**src/rtl/cdb_pkg.sv**
```systemverilog
// ----------------------------
// CDB and ROB shared definitions
// Sizes, exception causes and the result, allocation and commit records
// ----------------------------

package cdb_pkg;

  // ----------------------------
  // Sizes
  // ----------------------------

  // Result sources: one max-priority port plus the reservation stations
  localparam int MAX_EU_N = 4;
  localparam int RS_N = MAX_EU_N - 1;
  localparam int EU_IDX_W = $clog2(MAX_EU_N);
  localparam int RS_IDX_W = $clog2(RS_N);

  // Reorder buffer geometry
  localparam int ROB_DEPTH = 8;
  localparam int ROB_IDX_W = $clog2(ROB_DEPTH);

  // Datapath
  localparam int XLEN = 32;
  localparam int RD_W = 5;

  // Index types, also used for width casts
  typedef logic [EU_IDX_W-1:0] eu_idx_t;
  typedef logic [RS_IDX_W-1:0] rs_idx_t;
  typedef logic [ROB_IDX_W-1:0] rob_idx_t;
  // Extra MSB is the wrap bit
  typedef logic [ROB_IDX_W:0] rob_ptr_t;

  // ----------------------------
  // Exception causes
  // ----------------------------
  typedef enum logic [1:0] {
    EXC_NONE          = 2'd0,
    EXC_ILLEGAL_INSTR = 2'd1,
    EXC_MISALIGNED    = 2'd2,
    EXC_ACCESS_FAULT  = 2'd3
  } except_cause_t;

  // ----------------------------
  // Records
  // ----------------------------

  // One result on the bus
  typedef struct packed {
    rob_idx_t          rob_idx;
    logic [XLEN-1:0]   res_value;
    logic              except_raised;
    except_cause_t     except_cause;
  } cdb_data_t;

  // Written at allocation
  typedef struct packed {
    logic [RD_W-1:0] rd;
  } rob_alloc_t;

  // One retired instruction
  typedef struct packed {
    rob_idx_t          rob_idx;
    logic [RD_W-1:0]   rd;
    logic [XLEN-1:0]   res_value;
    logic              except_raised;
    except_cause_t     except_cause;
  } rob_commit_t;

endpackage
```
**src/rtl/cdb_top.sv**
```systemverilog
// ----------------------------
// Write-back subsystem top
// CDB feeding the reorder buffer
// ----------------------------

module cdb_top (
  input  logic                                      clk_i,
  input  logic                                      rst_n_i,
  input  logic                                      flush_i,

  // Max-priority execution unit
  input  logic                                      max_prio_valid_i,
  output logic                                      max_prio_ready_o,
  input  cdb_pkg::cdb_data_t                        max_prio_data_i,

  // Reservation stations
  input  logic [cdb_pkg::RS_N-1:0]                  rs_valid_i,
  output logic [cdb_pkg::RS_N-1:0]                  rs_ready_o,
  input  cdb_pkg::cdb_data_t [cdb_pkg::RS_N-1:0]    rs_data_i,

  // Allocation
  input  logic                                      alloc_valid_i,
  output logic                                      alloc_ready_o,
  input  cdb_pkg::rob_alloc_t                       alloc_data_i,
  output cdb_pkg::rob_idx_t                         alloc_idx_o,

  // Commit
  output logic                                      commit_valid_o,
  input  logic                                      commit_ready_i,
  output cdb_pkg::rob_commit_t                      commit_data_o
);

  // ----------------------------
  // CDB to ROB
  // ----------------------------
  logic               rob_ready;
  logic               cdb_valid;
  cdb_pkg::cdb_data_t cdb_data;

  // Bus with its arbiter
  cdb u_cdb (
    .clk_i           (clk_i),
    .rst_n_i         (rst_n_i),
    .flush_i         (flush_i),
    .max_prio_valid_i(max_prio_valid_i),
    .max_prio_ready_o(max_prio_ready_o),
    .max_prio_data_i (max_prio_data_i),
    .rs_valid_i      (rs_valid_i),
    .rs_ready_o      (rs_ready_o),
    .rs_data_i       (rs_data_i),
    .rob_ready_i     (rob_ready),
    .valid_o         (cdb_valid),
    .data_o          (cdb_data)
  );

  // Reorder buffer
  rob u_rob (
    .clk_i         (clk_i),
    .rst_n_i       (rst_n_i),
    .flush_i       (flush_i),
    .alloc_valid_i (alloc_valid_i),
    .alloc_ready_o (alloc_ready_o),
    .alloc_data_i  (alloc_data_i),
    .alloc_idx_o   (alloc_idx_o),
    .cdb_valid_i   (cdb_valid),
    .cdb_ready_o   (rob_ready),
    .cdb_data_i    (cdb_data),
    .commit_valid_o(commit_valid_o),
    .commit_ready_i(commit_ready_i),
    .commit_data_o (commit_data_o)
  );

endmodule

```
**src/rtl/rob.sv**
```systemverilog
// ----------------------------
// Reorder buffer
// In-order allocation and commit, out-of-order result write-back
// ----------------------------

module rob (
  input  logic                  clk_i,
  input  logic                  rst_n_i,
  input  logic                  flush_i,

  // Allocation from issue
  input  logic                  alloc_valid_i,
  output logic                  alloc_ready_o,
  input  cdb_pkg::rob_alloc_t   alloc_data_i,
  output cdb_pkg::rob_idx_t     alloc_idx_o,

  // Write-back from the CDB
  input  logic                  cdb_valid_i,
  output logic                  cdb_ready_o,
  input  cdb_pkg::cdb_data_t    cdb_data_i,

  // Commit port
  output logic                  commit_valid_o,
  input  logic                  commit_ready_i,
  output cdb_pkg::rob_commit_t  commit_data_o
);

  // Payload part of one entry
  typedef struct packed {
    logic [cdb_pkg::RD_W-1:0] rd;
    logic [cdb_pkg::XLEN-1:0] res_value;
    logic                     except_raised;
    cdb_pkg::except_cause_t   except_cause;
  } rob_entry_t;

  // ----------------------------
  // State
  // ----------------------------

  // Entry array, payload only
  rob_entry_t                      entry_q [cdb_pkg::ROB_DEPTH];

  // Per-entry control bits
  logic [cdb_pkg::ROB_DEPTH-1:0]   valid_q;
  logic [cdb_pkg::ROB_DEPTH-1:0]   done_q;

  // Circular pointers with wrap bit
  cdb_pkg::rob_ptr_t               head_q;
  cdb_pkg::rob_ptr_t               tail_q;

  cdb_pkg::rob_idx_t               head_idx;
  cdb_pkg::rob_idx_t               tail_idx;
  logic                            full;

  // Handshake results
  logic                            alloc_fire;
  logic                            cdb_fire;
  logic                            commit_fire;

  assign head_idx = head_q[cdb_pkg::ROB_IDX_W-1:0];
  assign tail_idx = tail_q[cdb_pkg::ROB_IDX_W-1:0];

  // Same slot, different lap
  assign full = (head_idx == tail_idx) &&
                (head_q[cdb_pkg::ROB_IDX_W] != tail_q[cdb_pkg::ROB_IDX_W]);

  // ----------------------------
  // Handshakes
  // ----------------------------
  assign alloc_ready_o = ~full & ~flush_i;
  assign alloc_idx_o   = tail_idx;
  assign alloc_fire    = alloc_valid_i & alloc_ready_o;

  // Write port busy with allocation, CDB waits a cycle
  assign cdb_ready_o = ~alloc_fire & ~flush_i;
  assign cdb_fire    = cdb_valid_i & cdb_ready_o;

  // Head goes out once its result is in
  assign commit_valid_o = valid_q[head_idx] & done_q[head_idx] & ~flush_i;
  assign commit_fire    = commit_valid_o & commit_ready_i;

  always_comb begin
    commit_data_o.rob_idx       = head_idx;
    commit_data_o.rd            = entry_q[head_idx].rd;
    commit_data_o.res_value     = entry_q[head_idx].res_value;
    commit_data_o.except_raised = entry_q[head_idx].except_raised;
    commit_data_o.except_cause  = entry_q[head_idx].except_cause;
  end

  // ----------------------------
  // Control state
  // ----------------------------
  always_ff @(posedge clk_i) begin
    if (!rst_n_i || flush_i) begin
      head_q  <= '0;
      tail_q  <= '0;
      valid_q <= '0;
      done_q  <= '0;
    end else begin
      // New entry at the tail, result not yet in
      if (alloc_fire) begin
        valid_q[tail_idx] <= 1'b1;
        done_q[tail_idx]  <= 1'b0;
        tail_q            <= tail_q + 1'b1;
      end
      // Results for stale slots are dropped
      if (cdb_fire && valid_q[cdb_data_i.rob_idx]) begin
        done_q[cdb_data_i.rob_idx] <= 1'b1;
      end
      // Retire the head
      if (commit_fire) begin
        valid_q[head_idx] <= 1'b0;
        done_q[head_idx]  <= 1'b0;
        head_q            <= head_q + 1'b1;
      end
    end
  end

  // ----------------------------
  // Entry write port
  // ----------------------------

  // Allocation first, otherwise the CDB result
  always_ff @(posedge clk_i) begin
    if (alloc_fire) begin
      entry_q[tail_idx].rd <= alloc_data_i.rd;
    end else if (cdb_fire) begin
      entry_q[cdb_data_i.rob_idx].res_value     <= cdb_data_i.res_value;
      entry_q[cdb_data_i.rob_idx].except_raised <= cdb_data_i.except_raised;
      entry_q[cdb_data_i.rob_idx].except_cause  <= cdb_data_i.except_cause;
    end
  end

endmodule

```
**src/rtl/cdb.sv**
```systemverilog
// ----------------------------
// Common data bus
// Arbitrates result sources and broadcasts the winner
// ----------------------------

module cdb (
  input  logic                                      clk_i,
  input  logic                                      rst_n_i,
  input  logic                                      flush_i,

  // Max-priority unit
  input  logic                                      max_prio_valid_i,
  output logic                                      max_prio_ready_o,
  input  cdb_pkg::cdb_data_t                        max_prio_data_i,

  // Reservation stations
  input  logic [cdb_pkg::RS_N-1:0]                  rs_valid_i,
  output logic [cdb_pkg::RS_N-1:0]                  rs_ready_o,
  input  cdb_pkg::cdb_data_t [cdb_pkg::RS_N-1:0]    rs_data_i,

  // ROB side
  input  logic                                      rob_ready_i,
  output logic                                      valid_o,
  output cdb_pkg::cdb_data_t                        data_o
);

  // Arbiter decision
  logic               served_max_prio;
  cdb_pkg::eu_idx_t   served;

  // Station index behind the served number
  cdb_pkg::rs_idx_t   rs_idx;
  cdb_pkg::cdb_data_t rs_mux_data;

  // ----------------------------
  // Arbiter
  // ----------------------------
  cdb_arbiter u_cdb_arbiter (
    .clk_i            (clk_i),
    .rst_n_i          (rst_n_i),
    .flush_i          (flush_i),
    .max_prio_valid_i (max_prio_valid_i),
    .max_prio_ready_o (max_prio_ready_o),
    .valid_i          (rs_valid_i),
    .ready_o          (rs_ready_o),
    .rob_ready_i      (rob_ready_i),
    .rob_valid_o      (valid_o),
    .served_max_prio_o(served_max_prio),
    .served_o         (served)
  );

  // ----------------------------
  // Output mux
  // ----------------------------

  // Served number minus one, kept in range when nobody is served
  assign rs_idx = (served == '0) ? '0 : cdb_pkg::rs_idx_t'(served - 1'b1);

  assign rs_mux_data = rs_data_i[rs_idx];

  // Max-priority data overrides the stations
  assign data_o = served_max_prio ? max_prio_data_i : rs_mux_data;

endmodule

```
**src/rtl/cdb_arbiter.sv**
```systemverilog
// ----------------------------
// CDB arbiter
// Max-priority port always wins, reservation stations served round-robin
// ----------------------------

module cdb_arbiter (
  input  logic                          clk_i,
  input  logic                          rst_n_i,
  input  logic                          flush_i,

  // Max-priority unit handshake
  input  logic                          max_prio_valid_i,
  output logic                          max_prio_ready_o,

  // Reservation station handshakes
  input  logic [cdb_pkg::RS_N-1:0]      valid_i,
  output logic [cdb_pkg::RS_N-1:0]      ready_o,

  // ROB handshake
  input  logic                          rob_ready_i,
  output logic                          rob_valid_o,

  // Winner of this cycle
  output logic                          served_max_prio_o,
  output cdb_pkg::eu_idx_t              served_o
);

  // First station to look at in the search
  cdb_pkg::rs_idx_t rr_ptr_q;

  // Search result among the stations
  logic             rs_found;
  cdb_pkg::rs_idx_t rs_sel;

  // Bus can move a result this cycle
  logic             bus_open;
  logic             rs_xfer;

  assign bus_open = rob_ready_i & ~flush_i;

  // ----------------------------
  // Round-robin search
  // ----------------------------
  always_comb begin
    int cand;
    rs_found = 1'b0;
    rs_sel   = '0;
    for (int i = 0; i < cdb_pkg::RS_N; i++) begin
      // Wrap around the station count, which need not be a power of two
      cand = int'(rr_ptr_q) + i;
      if (cand >= cdb_pkg::RS_N) begin
        cand = cand - cdb_pkg::RS_N;
      end
      if (!rs_found && valid_i[cand]) begin
        rs_found = 1'b1;
        rs_sel   = cdb_pkg::rs_idx_t'(cand);
      end
    end
  end

  // ----------------------------
  // Grant
  // ----------------------------
  always_comb begin
    served_max_prio_o = max_prio_valid_i;
    served_o          = '0;
    ready_o           = '0;
    // Station k reported as k+1, zero is the max-priority port
    if (!max_prio_valid_i && rs_found) begin
      served_o        = cdb_pkg::eu_idx_t'(rs_sel) + 1'b1;
      ready_o[rs_sel] = bus_open;
    end
  end

  // Max-priority port needs only the ROB
  assign max_prio_ready_o = max_prio_valid_i & bus_open;

  // Broadcast when anything is pending and the ROB can take it
  assign rob_valid_o = (max_prio_valid_i | (|valid_i)) & bus_open;

  assign rs_xfer = |(ready_o & valid_i);

  // ----------------------------
  // Pointer update
  // ----------------------------
  always_ff @(posedge clk_i) begin
    if (!rst_n_i || flush_i) begin
      rr_ptr_q <= '0;
    end else if (rs_xfer) begin
      // Start after the station just served
      if (rs_sel == cdb_pkg::rs_idx_t'(cdb_pkg::RS_N - 1)) begin
        rr_ptr_q <= '0;
      end else begin
        rr_ptr_q <= rs_sel + 1'b1;
      end
    end
  end

endmodule

```
**config.mk**
```make
export PLATFORM = sky130hd
export DESIGN_NAME = cdb_top
export DESIGN_NICKNAME = d
export VERILOG_FILES = /design/src/rtl/cdb_pkg.sv /design/src/rtl/cdb_top.sv /design/src/rtl/rob.sv /design/src/rtl/cdb.sv /design/src/rtl/cdb_arbiter.sv
export SDC_FILE = /design/constraint.sdc
export NUM_CORES = 1
export LEC_CHECK = 0
export BUFFER_PORTS_ARGS = -buffer_cell sky130_fd_sc_hd__buf_2
export CORE_MARGIN = 2
export CORE_UTILIZATION = 49
export DETAILED_ROUTE_END_ITERATION = 8
export PLACE_DENSITY = 0.7
export SLEW_MARGIN = 25
export SYNTH_ARGS = -nofsm -noshare
export SYNTH_HDL_FRONTEND = slang
export SYNTH_SLANG_ARGS = --single-unit
```
**constraint.sdc**
```tcl
create_clock -name clk_i -period 9.4 [get_ports clk_i]
set_input_delay 1.41 -clock clk_i [delete_from_list [all_inputs] [get_ports clk_i]]
set_output_delay 1.41 -clock clk_i [all_outputs]
set_load 0.005 [all_outputs]
```
==> metrics.cfg, run 1 <==
[global_route]
busiest_layer = met2
met1_usage_pct = 28.51
grt_pass1_wl_um = 53130
overflow = 0
grt_max_degree = 82
antenna_found_initial = 0
grt_pass1_vias = 9216
use_met2_pct = 36.12
grtUsageTotal_pct = 21.14
use_met3_pct = 3.289

[final_layout]
regArea_um2 = 10200
final_area_um2 = 18110
area_delta_synth_final_pct = 16.62
antennaDiodeCount = 0
drive_gt1_share_pct = 36.19
fill_cells = 2429
nets = 1331
multi_input_area_um2 = 5069

[timing]
fin_crit_ns = 5.029
relSlewSlack_pct = 35.98
fmax_mhz = 198.9
tns_ns = 0
tightest_slew_ns = 0.9568
fin_skew_ns = 0.02108
slew_viol_final = 0
rsz0062_at_grt = no
hold_violations = 0
setup_viol = 0
finalCritPeriodShare_pct = 53.50

[pwr]
switching_share_pct = 21.28
power.internal_w = 0.002588
leakage_nw = 6.414
comb_power_share_pct = 6.9
share_seq_of_total_power_pct = 53.2
powerDensity_nw_per_um2 = 181.5
ir_drop_mv = 0.1103
power_frac_clock_pct = 39.9
switching_power_w = 0.0006997

[floorplan]
initial_utilization_pct = 49.48
io_pins = 218
die_w_um = 182.0
dieHeight_um = 182.0
core-area_um2 = 31390
rows = 65
die_area_um2 = 33140

[flow_run]
cap_violations = 0

[route]
viasPerCell = 5.724
drt-initial-drc-count = 659
dr.pass1.iters = 4
drc = 0
ant_nets = 0
wirelength_um = 34500
dr_total_vias = 9055
wl_per_cell_um = 21.81

[placement]
placed_area_um2 = 17030
dp_hpwl_um = 21350
routabilityCongestion = 0.9000
portBuffers = 217

[clock_tree]
cts_setup_buffers = 0
insertion_delay_ns = 0.52
cts_sinks = 349
tritoncts = yes
path_clk_slew_ns = 0.06
cts.repair.resized = 0
h-tree-depth = 2
holdBufCountCts = 0
cts_root_buf = clkbuf_16
clk_path_buf_depth = 3
numCtsBuffers = 35

[setup_path]
cpPeakStageDelay_ns = 0.58
critPathMaxFanout = 73
crit_top_cell = buf_4
rrSetupSlack_ns = 4.42
arrival_ns = 5.16
cp-start-kind = primary input
critPathCaptureType = flip-flop
path_cells = buf_2, inv_1, a21oi_2, o211ai_1, nand2_2, buf_4, ha_1, nor2b_1, o31a_2, buf_4, o21ai_0, nand3_1, nor2_4, buf_4
cp_slowest_cell = buf_4
cp_data_required_time_ns = 9.54
crit_type = in2reg

[synthesis]
synth-seq-area-share_pct = 65.60
synthCells = 945
syn_avg_cell_area_um2 = 16.44
async_reset_ff_share_pct = 0
synth_cell_types = 59
synth_fp_nets = 1122
ys.warnings.count = 0
synth_seq_cells = 349
synth_ff_type = edfxtp_1
synth_edf_count = 320
syn_area_um2 = 15530

[worst_hold_path]
hp-class = reg2reg

[run_status]
status = completed

==> cells by family (layout without fill, tap and decap cells) <==
group           Yosys count  count (layout)  share of synthesized area, %
flops                   349             349                         65.60
buf+inv                  76             311                         2.119
simple gates            194             194                         6.428
xor+xnor                  7               7                        0.3947
compound gates          143             143                         6.920
mux                     165             165                         17.65
fa+ha+maj                11              11                        0.8861
==> power by group through the flow <==
stage	sequential, W	clock [W]	combinational, W
finish	0.00175	0.00131	0.000227
global placement	0.00178	0	0.000226
floorplan	0.00178	0	0.000134
global route	0.00175	0.00139	0.000251
CTS	0.00175	0.00133	0.000231
detailed placement	0.00178	0	0.000229
==> state kept, by name (all words and copies together) (netlist names), named ones only <==
register and flops:
u_rob.entry_q 320, u_rob.tail_q 4, u_rob.head_q 4, u_rob.done_q 8, u_cdb.u_cdb_arbiter.rr_ptr_q 2, u_rob.valid_q 8
==> layout by cell type (no fill, tap or decap), drive strengths merged, types with 12 or more instances in the layout <==
cell    count
edfxtp    320
buf       232
mux4       83
nor2       64
clkbuf     50
mux2i      41
mux2       41
o21a       39
a211oi     38
and2       36
dfxtp      29
nand2      27
inv        17
o21ai      12
nor2b      12
a21oi      12
==> per-stage QoR <==
| stage | total power [W] | utilization [%] | hold slack [ns] | std cells | setup slack (ns) |
|---|---|---|---|---|---|
| 2_1_floorplan | 0.001914 | - | 0.4445 | 945 | 3.831 |
| 5_1_grt | 0.003395 | 57.70 | 0.5335 | 1582 | 3.914 |
| 6_report | 0.003288 | 57.70 | 0.5018 | 1582 | 4.371 |
| 4_1_cts | 0.003315 | 57.70 | 0.5018 | 1582 | 4.308 |
| 3_3_place_gp | 0.002007 | 54.21 | 0.4837 | 1519 | 3.890 |
| 3_5_place_dp | 0.002012 | 54.24 | 0.4872 | 1519 | 3.773 |
==> layer usage <==
layer,vias up,routed length (um),part of all wire [%]
met1,4569,14540,42
met5,-,0,0
met3,47,1860,5.4
li1,4173,-,-
met4,0,618,1.8
met2,266,17480,51
==> area by class of cell <==
cell class	instances	share of cell area, %
Tap cell	402	2.777
Inverter	16	0.3316
Multi-Input combinational cell	520	27.98
Clock buffer	50	5.429
Sequential cell	349	56.30
Timing Repair Buffer	232	6.617
Clock inverter	13	0.5595
==> synthesized netlist by cell type (6+ instances only) <==
cell / count / area [um^2]
o21a_1: 39 / 292.8
mux2i_1: 41 / 410.4
a31oi_1: 6 / 37.54
dfxtp_1: 29 / 580.6
mux2_2: 41 / 461.7
nand4_1: 8 / 50.05
a211oi_1: 38 / 285.3
inv_1: 16 / 60.06
buf_1: 8 / 30.03
and2_1: 36 / 225.2
nor2b_1: 12 / 75.07
nor2_1: 63 / 236.5
nor3_1: 7 / 35.03
nand2b_1: 10 / 62.56
edfxtp_1: 320 / 9609
ha_1: 11 / 137.6
o21ai_0: 12 / 60.06
a21oi_1: 11 / 55.05
nand2_1: 25 / 93.84
buf_4: 9 / 67.56
mux4_2: 83 / 1869
nand3_1: 10 / 50.05
clkbuf_1: 40 / 150.1
==> worst max-delay path: cells and delay by family <==
kind / cells / cell delay [ns]
and+or+nand+nor: 4 / 0.63
AOI/OAI and AO/OA: 4 / 1.14
adders and majority gates: 1 / 0.38
buffers and inverters: 5 / 1.52
==> worst paths after layout <==
path / cells past startpoint / from / end
setup / recovery: 14 / rs_valid_i[2] / u_rob.entry_q[4][4]
setup reg to reg: 15 / u_cdb.u_cdb_arbiter.rr_ptr_q[0] / u_rob.entry_q[4][4]
hold / removal: 1 / u_rob.valid_q[1] / u_rob.valid_q[1]
hold reg to reg: 1 / u_rob.valid_q[1] / u_rob.valid_q[1]
No activity file was read; power rests on OpenSTA's default activity.
==> run 2, diff against run 1 <==
--- a/config.mk
+++ b/config.mk
@@ -9,7 +9,7 @@
 export CORE_MARGIN = 2
 export CORE_UTILIZATION = 49
 export DETAILED_ROUTE_END_ITERATION = 8
-export PLACE_DENSITY = 0.7
+export PLACE_DENSITY = 0.73
 export SLEW_MARGIN = 25
 export SYNTH_ARGS = -nofsm -noshare
 export SYNTH_HDL_FRONTEND = slang
==> constraint.sdc (replaced) <==
create_clock -name clk_i -period 4 [get_ports clk_i]
set_input_delay 0.6 -clock clk_i [delete_from_list [all_inputs] [get_ports clk_i]]
set_output_delay 0.6 -clock clk_i [all_outputs]
set_load 0.005 [all_outputs]
==> run 2 against run 1 <==
Count of clock-buffer cells in the layout fell by 6; wire length is 4.6% higher; sequential share of layout area shrank 1.5 points; sequential power up 130%; flip-flop and latch count unchanged.
==> metrics.cfg, run 2 (synthesized netlist as in run 1, its figures left out) <==
[timing]
relSlewSlack_pct = 41.58  ; +5.6 points
fin_crit_ns = 3.830
rsz0062_at_grt = yes
finalCritPeriodShare_pct = 95.74
slew_viol_final = 0  ; unchanged
fin_skew_ns = 0.02569  ; +0.004607 ns
tightest_slew_ns = 0.8746  ; -0.08223 ns
setup_viol = 0  ; unchanged
fmax_mhz = 261.1
holdWs_ns = 0.4155  ; -0.08632 ns
hold_violations = 0  ; unchanged
tns_ns = 0  ; unchanged

[placement]
dp_cells = 1537  ; +1.2%
portBuffers = 217  ; unchanged
dp_hpwl_um = 23580  ; +10%
routabilityCongestion = 0.9191  ; +2.1%

[final_layout]
antennaDiodeCount = 0  ; unchanged
fill_cells = 2373  ; -2.3%
regMostFlops = u_rob.entry_q
area_delta_synth_final_pct = 19.73
fin_cells = 1606  ; +1.5%
multi_input_area_um2 = 5085  ; +0.32%
drive_gt1_share_pct = 37.87  ; +1.7 points
final_common_cell = edfxtp_1
largest_reg_flops = 320  ; unchanged
regArea_um2 = 10200  ; unchanged
layout_common_cells = edfxtp_1, buf_2, mux4_2
nets = 1354  ; +1.7%
final_util_pct = 59.24  ; +1.5 points
reg_top3 = u_rob.entry_q x320, u_rob.done_q x8, u_rob.valid_q x8

[setup_path]
critPathCaptureType = flip-flop
crit_type = reg2reg
timing.rr.end = u_rob.entry_q[1][33]
cp_data_required_time_ns = 4.22  ; -5.32 ns
cp-start-kind = flip-flop
critPathMaxFanout = 18  ; -75%
reg2reg_depth = 14  ; -1
r2r-start = u_cdb.u_cdb_arbiter.rr_ptr_q[0]
arrival_ns = 4.05  ; -1.11 ns
rrSetupSlack_ns = 0.17  ; -4.25 ns

[pwr]
share_seq_of_total_power_pct = 51.5  ; -1.7 points
ir_drop_mv = 0.2615  ; +140%
leakage_nw = 6.589  ; +2.7%
comb_power_share_pct = 7.4  ; +0.5 points
switching_power_w = 0.001713  ; +140%
powerDensity_nw_per_um2 = 429.5  ; +140%
power_frac_clock_pct = 41.2  ; +1.3 points
fin_total_pwr_w = 0.007988  ; +140%
switching_share_pct = 21.45  ; +0.16 points
power.internal_w = 0.006275  ; +140%

[clock_tree]
holdBufCountCts = 0  ; unchanged
insertion_delay_ns = 0.52  ; about the same
h-tree-depth = 2  ; unchanged
cts_sinks = 349  ; unchanged
numCtsBuffers = 36  ; +2.9%
cts_root_buf = clkbuf_16
path_clk_slew_ns = 0.06  ; about the same
clk_path_buf_depth = 3  ; unchanged
tritoncts = yes

[global_route]
antenna_found_initial = 0  ; unchanged
grt_pass1_wl_um = 54870  ; +3.3%
grtUsageTotal_pct = 21.80  ; +0.66 points
grt_max_degree = 77  ; -6.1%
grt_pass1_vias = 9510  ; +3.2%
overflow = 0  ; unchanged

[floorplan]
io_pins = 218  ; unchanged
dieHeight_um = 182.0  ; unchanged
core-area_um2 = 31390  ; unchanged
die_area_um2 = 33140  ; unchanged
die_w_um = 182.0  ; unchanged
initial_utilization_pct = 49.48  ; unchanged
rows = 65  ; unchanged

[worst_hold_path]
min_from = commit_ready_i
hp-class = in2reg
min_path_cells = 3  ; +2

[run_status]
status = completed

[route]
dr_total_vias = 9419  ; +4.0%
drc = 0  ; unchanged
dr.pass1.iters = 5  ; +1
viasPerCell = 5.865  ; +2.5%
wirelength_um = 36080  ; +4.6%
ant_nets = 0  ; unchanged
wl_per_cell_um = 22.46  ; +3.0%
drt-initial-drc-count = 863  ; +31%

[flow_run]
cap_violations = 0  ; unchanged

[run 2: final cells by class]
cell class                 instances  share of cell area, %
clock buffer                      44                  5.288
clock inverter                    21                  1.009
inverter                          16                 0.3835
multi-input combinational        520                  27.34
sequential                       349                  54.84
tap                              402                  2.705
timing repair buffer             254                  8.430
[run 2: worst max path at each step]
| stage | from | endpoint | slack [ns] |
|---|---|---|---|
| 5_1_grt | u_cdb.u_cdb_arbiter.rr_ptr_q[0] | u_rob.entry_q[1][33] | -0.005 |
| 2_1_floorplan | u_cdb.u_cdb_arbiter.rr_ptr_q[0] | u_rob.entry_q[2][0] | -0.31 |
| 3_3_place_gp | u_cdb.u_cdb_arbiter.rr_ptr_q[0] | u_rob.entry_q[1][22] | 0.23 |
| 4_1_cts | u_cdb.u_cdb_arbiter.rr_ptr_q[0] | u_rob.entry_q[1][33] | 0.05 |
| 3_5_place_dp | u_cdb.u_cdb_arbiter.rr_ptr_q[0] | u_rob.entry_q[1][22] | 0.09 |
| 6_report | u_cdb.u_cdb_arbiter.rr_ptr_q[0] | u_rob.entry_q[1][33] | 0.17 |
[run 2: what timing repair did]
item / in CTS / in global routing
hold endpoints to repair: 0 / 0
resized for setup: 0 / 3
setup endpoints to repair: 0 / 165
setup buffers: 0 / 4
[run 2: per-stage QoR]
stage	worst slack [ns]	area, um^2
floorplan	-0.3052	15580
global placement	0.2301	17380
detailed placement	0.08958	17380
CTS	0.05190	18550
global route	-0.004899	18600
finish	0.1703	18600
[run 2: metal layers]
layer / vias up / track usage (%) / wire, um
met2: 394 / 35.69 / 17320
met1: 4718 / 30.36 / 15310
met3: 70 / 3.751 / 2524
li1: 4237 / - / -
met5: - / 0 / 0
met4: 0 / 6.258 / 921
[run 2: worst max-delay path, stage by stage, from the launching register on]
cell and delay, ns:
dfxtp_1 0.36, inv_1 0.08, ha_1 0.35, nand2b_1 0.20, a21oi_4 0.24, a31oi_1 0.06, or2_2 0.33, ha_1 0.33
nor2b_1 0.22, o31ai_2 0.19, a31oi_2 0.23, a21o_1 0.24, o2111ai_1 0.26, clkinvlp_4 0.25, buf_12 0.19
[run 2: power by group through the flow]
stage	Combinational (W)	Sequential, W	Clock, W
after floorplan	0.000321	0.00418	0
after global routing	0.000637	0.00412	0.00349
final	0.000587	0.00411	0.00329
after CTS	0.000584	0.00411	0.00334
after global placement	0.000569	0.00418	0
after detailed placement	0.000580	0.00419	0
